File: src/rtl/nnTypesPkg.sv
package nnTypesPkg;

	localparam int actW = 8;
	localparam int wgtW = 8;
	localparam int accW = 20; // Fifteen full-scale products plus bias fit here.

	localparam int numIn = 15;
	localparam int numHid = 6;
	localparam int numOut = 3;

	// Every layer is input reg, sum reg, output reg.
	localparam int numLayers = 2;
	localparam int layerLatency = 3;
	localparam int pipeLatency = numLayers * layerLatency;

	typedef logic [actW-1:0] act_t;
	typedef logic signed [wgtW-1:0] weight_t;
	typedef logic signed [accW-1:0] acc_t;
	typedef logic [1:0] classIdx_t;

	typedef act_t [numIn-1:0] inVec_t;
	typedef act_t [numHid-1:0] hidVec_t;
	typedef act_t [numOut-1:0] outVec_t;

	// Handed off on the output handshake.
	typedef struct packed {
		outVec_t scores;
		classIdx_t classIdx; // Lowest index wins a tie.
	} result_t;

	typedef enum logic [1:0] {
		stIdle,
		stRun,
		stPresent,
		stRelease
	} ctrlState_t;

endpackage

File: src/rtl/inferenceCtrl.sv
`timescale 1ns/100ps

module inferenceCtrl (
	input logic clk,
	input logic reset,
	input logic inReq,
	input nnTypesPkg::inVec_t inData,
	output logic inAck,
	output nnTypesPkg::inVec_t capVec,
	input nnTypesPkg::outVec_t scoreVec,
	output logic outReq,
	input logic outAck,
	output nnTypesPkg::result_t outResult
);

	import nnTypesPkg::*;

	// One extra step covers the score register in front of the argmax.
	localparam int countLoad = pipeLatency + 1;
	localparam int cntW = $clog2(countLoad + 1);

	ctrlState_t state;
	logic [cntW-1:0] count;
	logic accept;
	outVec_t scoreReg;
	classIdx_t bestIdx;

	function automatic classIdx_t argMax(input outVec_t scores);
		classIdx_t best;
		best = '0;
		for (int i = 1; i < numOut; i++)
		begin
			if (scores[i] > scores[best]) // Strict compare keeps the lower index.
				best = classIdx_t'(i);
		end
		return best;
	endfunction

	assign accept = (state == stIdle) && inReq && !inAck;
	assign bestIdx = argMax(scoreReg);

	// Held from capture until the next accepted vector.
	always_ff @(posedge clk)
	begin
		if (accept)
			capVec <= inData;
	end

	always_ff @(posedge clk)
	begin
		scoreReg <= scoreVec;
	end

	always_ff @(posedge clk)
	begin
		if (reset)
		begin
			state <= stIdle;
			count <= '0;
			inAck <= 1'b0;
			outReq <= 1'b0;
			outResult <= '0;
		end
		else
		begin
			if (accept)
				inAck <= 1'b1;
			else if (!inReq)
				inAck <= 1'b0; // Upstream has let go.

			case (state)
				stIdle:
				begin
					if (accept)
					begin
						count <= cntW'(countLoad);
						state <= stRun;
					end
				end
				stRun:
				begin
					if (count == '0)
					begin
						outResult.scores <= scoreReg;
						outResult.classIdx <= bestIdx;
						outReq <= 1'b1;
						state <= stPresent;
					end
					else
					begin
						count <= count - 1'b1;
					end
				end
				stPresent:
				begin
					if (outAck)
					begin
						outReq <= 1'b0;
						state <= stRelease;
					end
				end
				stRelease:
				begin
					// Both handshakes must be back at rest.
					if (!outAck && !inAck)
						state <= stIdle;
				end
				default:
				begin
					state <= stIdle;
				end
			endcase
		end
	end

endmodule

File: config.mk
export PLATFORM = sky130hd
export DESIGN_NAME = inferenceCtrl
export DESIGN_NICKNAME = d
export VERILOG_FILES = /design/src/rtl/nnTypesPkg.sv /design/src/rtl/inferenceCtrl.sv
export SDC_FILE = /design/constraint.sdc
export NUM_CORES = 1
export LEC_CHECK = 0
export BUFFER_PORTS_ARGS = -buffer_cell sky130_fd_sc_hd__buf_2
export CAP_MARGIN = 20
export CORE_MARGIN = 1
export CORE_UTILIZATION = 25
export DETAILED_ROUTE_END_ITERATION = 16
export PLACE_DENSITY = 0.49
export SYNTH_ARGS = -nofsm -noshare
export SYNTH_HDL_FRONTEND = slang
export SYNTH_SLANG_ARGS = --single-unit
File: constraint.sdc
create_clock -name clk -period 5.15 [get_ports clk]
set_input_delay 1.03 -clock clk [delete_from_list [all_inputs] [get_ports clk]]
set_output_delay 1.03 -clock clk [all_outputs]
set_load 0.02 [all_outputs]
* Word level (Yosys, flattened, before mapping) *
Index checks and enable logic that the tools add are counted.

storage, ports and cells
  ROM bits = 0
  memory bits (writable) = 0
  output and inout port bits = 148
  memories kept = 0
  logic and storage cells = 69
  bits of input ports = 148
  register bits after elaboration = 177
  bits in latches = 0

operators by class
  magnitude comparators = 3
  div/mod/pow operators = 0
  shift-type cells = 0
  reduce and logical (&&, ||, !) cells = 13
  $mul = 0
  multiplexer cells = 17
  $add $sub $neg = 1
  bitwise operators = 0
  equal/unequal tests = 9

operators by type and width
  operator                                                     number
  binary-select mux 8 bit (select 2 bit)                       1
  > comparator 8 bit                                           2
  2-to-1 mux 2 bit                                             5
  != test 2 bit (second input constant)                        5
  2-to-1 mux 8 bit                                             1
  one-hot mux 2 bit (4 select lines)                           1
  2-to-1 mux 3 bit                                             2
  one-hot mux 3 bit (2 select lines)                           1
  AND reduction 3 bit                                          2
  2-to-1 mux 1 bit                                             5
  equality test 2 bit (second input constant)                  2
  AND reduction 4 bit                                          1
  nonzero test 2 bit                                           2
  logical AND 1 bit                                            3
  zero test 3 bit                                              1
  less-than comparator 2 x 3 -> 1 bit (second input constant)  1
  subtractor 3 x 1 -> 3 bit (second input constant)            1
  equality test 2 x 1 -> 1 bit (second input constant)         1
  zero test 1 bit                                              2
  zero test 2 bit                                              1
  != test 2 x 1 -> 1 bit (second input constant)               1
  one-hot mux 1 bit (2 select lines)                           1
  AND reduction 2 bit                                          1

* Longest topological paths before layout *
  depth after elaboration = 6
  mapped depth = 14
  depth with buffers taken out = 13

* Worst setup path after synthesis *
Ideal clock, no wire load.

  path kind = input-to-reg
  start point = input inReq
  end point = register capVec[0] (netlist name) (enable)
  required time = 4.677 ns
  cell stages on the path = 2
  setup time = 0.473 ns
  setup slack = 1.184 ns
  buffers on the path = 0
  arrival = 3.493 ns
  cell sequence = nand3b_1 inv_1

between the ends
  cells in the longest elaborated chain, start to end = 2

RTL lines
  item                            line                 source
  start, declared                 inferenceCtrl.sv:6   input logic inReq,
  logical AND 1 bit (2 in a row)  inferenceCtrl.sv:39  assign accept = (state == stIdle) && inReq && !inAck;
  net accept                      inferenceCtrl.sv:24  logic accept;
  end signal, assigned            inferenceCtrl.sv:46  capVec <= inData;
  end, declared                   inferenceCtrl.sv:9   output nnTypesPkg::inVec_t capVec,

The timed path passes the listed nets, and every way through them passes these cells.
A chain may end at the register's enable or synchronous reset.

* Final worst setup path *
  start point = register scoreReg[5] (netlist name)
  end point = register outResult[0] (netlist name)

between the ends
  cells in the longest elaborated chain, start to end = 6

RTL lines
  item                                    line                 source
  start, declared                         inferenceCtrl.sv:25  outVec_t scoreReg;
  start signal, assigned                  inferenceCtrl.sv:51  scoreReg <= scoreVec;
  > comparator 8 bit                      inferenceCtrl.sv:33  if (scores[i] > scores[best])
  2-to-1 mux 1 bit                        inferenceCtrl.sv:33
  binary-select mux 8 bit (select 2 bit)  inferenceCtrl.sv:33
  2-to-1 mux 8 bit (not written as such)  inferenceCtrl.sv:33
  > comparator 8 bit                      inferenceCtrl.sv:33
  2-to-1 mux 2 bit *                      inferenceCtrl.sv:33
  end, declared                           inferenceCtrl.sv:13  output nnTypesPkg::result_t outResult

Every way passes the cells marked *; elsewhere a longest branch is shown, timed or not. The select of a mux whose other input is x is not followed.

==> impl_metrics.csv <==
group,metric,value,unit
yosys,yosysWarnings,0,
yosys,ys_seq_area_share,80.8,%
timing,finClkSkew,0.00979,ns
critical_path,critPathMostFrequentCell,"ha_1",
timing,hold_viol,0,
clocking,clk_pin_slew,0.07,ns
detailed_routing,drt-initial-drc-count,212,
clocking,clock_sinks,177,
place,numPortBuffers,295,
detailed_routing,wl_per_cell,16.0,µm
detailed_routing,via_per_inst,4.02,
critical_path,r2r_start,"scoreReg[5]",
pwr,leakage,3.57,nW
timing,period_minus_slack,3.06,ns
min_path,min_from,"outResult[15]",
timing,layout_setup_ws,2.09,ns
critical_path,required,5.46,ns
yosys,synth-seq-cells,177,
pwr,p_per_area,528,nW/µm²
timing,worstMarginPinSlew,1.01,ns
layout,fill_cells,2271,
yosys,synthTopCellsByArea,"edfxtp_1 (61%), dfxtp_1 (19%), ha_1 (4.9%)",
critical_path,crit_chain,"inv_1 -> ha_1 -> a211oi_1 -> nor2_1 -> o31ai_2 -> buf_4 -> mux2i_1 -> ha_1 -> a21oi_1 -> o21ai_0 -> o22a_1 -> o41ai_2",
critical_path,critPathBufInv,2,
layout,syn_to_final_growth,41.5,%
floorplanning,core_area,22800,µm²
detailed_routing,drt_pass1_iterations,4,
layout,seq_area,4740,µm²
clocking,cts_setup_buffers,0,
yosys,synthArstFlopShare,0,%
grt,grt_max_degree,49,
min_path,whs_endpoint,"outResult[15]",
place,dp_cells,961,
min_path,hold_path_class,"flip-flop to flip-flop",
grt,grt_util_all_layers,13.0,%
pwr,ir_drop,0.204,mV
floorplanning,die_x,155,µm
timing,slew_headroom,32.3,%
timing,final_max_slew_viol_count,0,
yosys,synth_cells,361,
critical_path,max_stage_delay,0.53,ns
critical_path,cp-startpoint,"scoreReg[5]",
yosys,synth_common_cells,"edfxtp_1 (120), dfxtp_1 (57), nand2_1 (54)",
timing,rsz0062_at_grt,"false",
layout,final_core_util,36.4,%
yosys,netlist_area,5870,µm²
clocking,clkLatencyLatePin,0.42,ns
grt,grt_pass1_vias,4121,
detailed_routing,vias,3995,
critical_path,slowest_stage,"o31ai_2",
layout,final_nets,839,
critical_path,cp_top_family,"compound AO/OA/AOI/OAI gates",
critical_path,rrSetupSlack,2.09,ns
floorplanning,die-area,24100,µm²
clocking,cts-root-buf,"clkbuf_16",
layout,drive_gt1_share,49.6,%
min_path,holdPathStages,2,
yosys,avgSynthCellArea,16.3,µm²
clocking,clockBufferDepth,2,
critical_path,worstPathArrival,3.37,ns
floorplanning,die_h,155,µm
place,place_congestion,0.799,
timing,setup_tns,0,ns
clocking,holdBufCountCts,0,
layout,final_cells,994,
critical_path,r2r-end,"outResult[0]",
yosys,yosysMostFrequentCell,"edfxtp_1",
yosys,synth_cell_types,30,
floorplanning,initial_core_util,25.7,%
floorplanning,rows,55,
critical_path,critPathLaunchType,"flip-flop",
detailed_routing,drcViolationCount,0,
critical_path,rr_worst_depth,12,
timing,setup_viol,0,
yosys,synth_edf_count,120,
critical_path,crit_type,"flip-flop to flip-flop",
clocking,cts-resized-gates,0,
outcome,status,"finished, final reports clean",
detailed_routing,totalWireLength,15900,µm
pwr,total_power,0.00439,W
floorplanning,io_pins,296,
timing,min_period_over_period,59.4,%
place,hpwl,12200,µm
detailed_routing,drtAntennaViolNets,0,
critical_path,cp-end-kind,"flip-flop",
yosys,synth_ff_type,"edfxtp_1",
clocking,numCtsBuffers,17,
yosys,synth_top_cell_by_area,"edfxtp_1",
job,cap_viol_max_count,0,
layout,multi_input_area,1020,µm²
timing,fmax,327,MHz
grt,antenna_found_initial,1,
yosys,syn_nets,532,
clocking,tritoncts,"yes",
critical_path,crit_fanout,5,
grt,grt_pass1_wl,23300,µm
grt,overflow,0,
place,place_ws,1.86,ns
clocking,cts-htree-levels,4,
yosys,synth_top_area_share,61.3,%
[worst max path at each step]
stage,to,depth (start not counted)
finish,outResult[0],12
floorplan,capVec[0],2
detailed placement,outResult[0],13
global placement,outResult[0],13
CTS,outResult[0],13
global route,outResult[0],12
[metal layers]
layer,vias to the layer above,routed length [µm],track usage [%]
li1,1921,-,-
met1,1894,6300,14.2
met2,175,8320,23.8
met3,5,1210,4.40
met4,0,110,4.06
met5,-,0,0
[power breakdown]
group / internal, W / switching (W) / leakage (nW)
clock: 0.000692 / 0.000597 / 0.290
combinational: 0.000328 / 0.000784 / 1.68
sequential: 0.00189 / 0.0000967 / 1.60
total: 0.00291 / 0.00148 / 3.57
[cell families after synthesis]
family / Yosys count / synth area share (%)
DFF: 177 / 80.8
and+or+nand+nor: 77 / 5.73
muxes: 9 / 1.62
adders and majority gates: 23 / 4.90
AOI/OAI and AO/OA: 50 / 5.20
buffers and inverters: 25 / 1.79
[stage by stage]
stage               hold slack (ns)  instance area, µm²
global placement              0.446                7710
finish                        0.456                8310
CTS                           0.461                8300
floorplan                     0.432                5870
global route                  0.479                8310
detailed placement            0.448                7710
[worst min-delay path: cells and delay by family, from the launching register on]
| family | cells | cell delay (ns) |
|---|---|---|
| compound gates | 1 | 0.05 |
| flops | 1 | 0.31 |
| simple gates | 1 | 0.05 |
[state kept, by name, indices dropped and copies added, names as in the netlist]
register   cells
count          3
outReq         1
capVec       120
state          2
outResult     26
scoreReg      24
inAck          1
[cell usage in the layout (no fill, tap or decap), types with 2 or more instances in the layout]
cell type  Yosys  final
buf_2          3    295
inv_8          0      5
a211oi_1       5      5
edfxtp_1     120    120
a21oi_1       34     34
clkbuf_16      0     17
nand3b_1       2      2
buf_4          0      3
nand4_1        4      4
mux2i_1        8      8
ha_1          23     23
nand2_1       54     54
nor2_1         8      8
clkinv_4       0      5
o21ai_0        3      3
nand2b_1       3      3
inv_1         15     14
inv_6          0      2
o211ai_1       2      2
dfxtp_1       57     57
[area by class of cell]
| class | count | area share (%) |
|---|---|---|
| diodes | 1 | 0.0301 |
| clock buffers | 17 | 5.12 |
| clock inverters | 14 | 1.97 |
| inverters | 15 | 0.708 |
| multi-input cells | 159 | 12.3 |
| flip-flops and latches | 177 | 57.1 |
| well taps | 313 | 4.71 |
| repair buffers | 298 | 18.0 |
(Power assumes the default switching activity.)
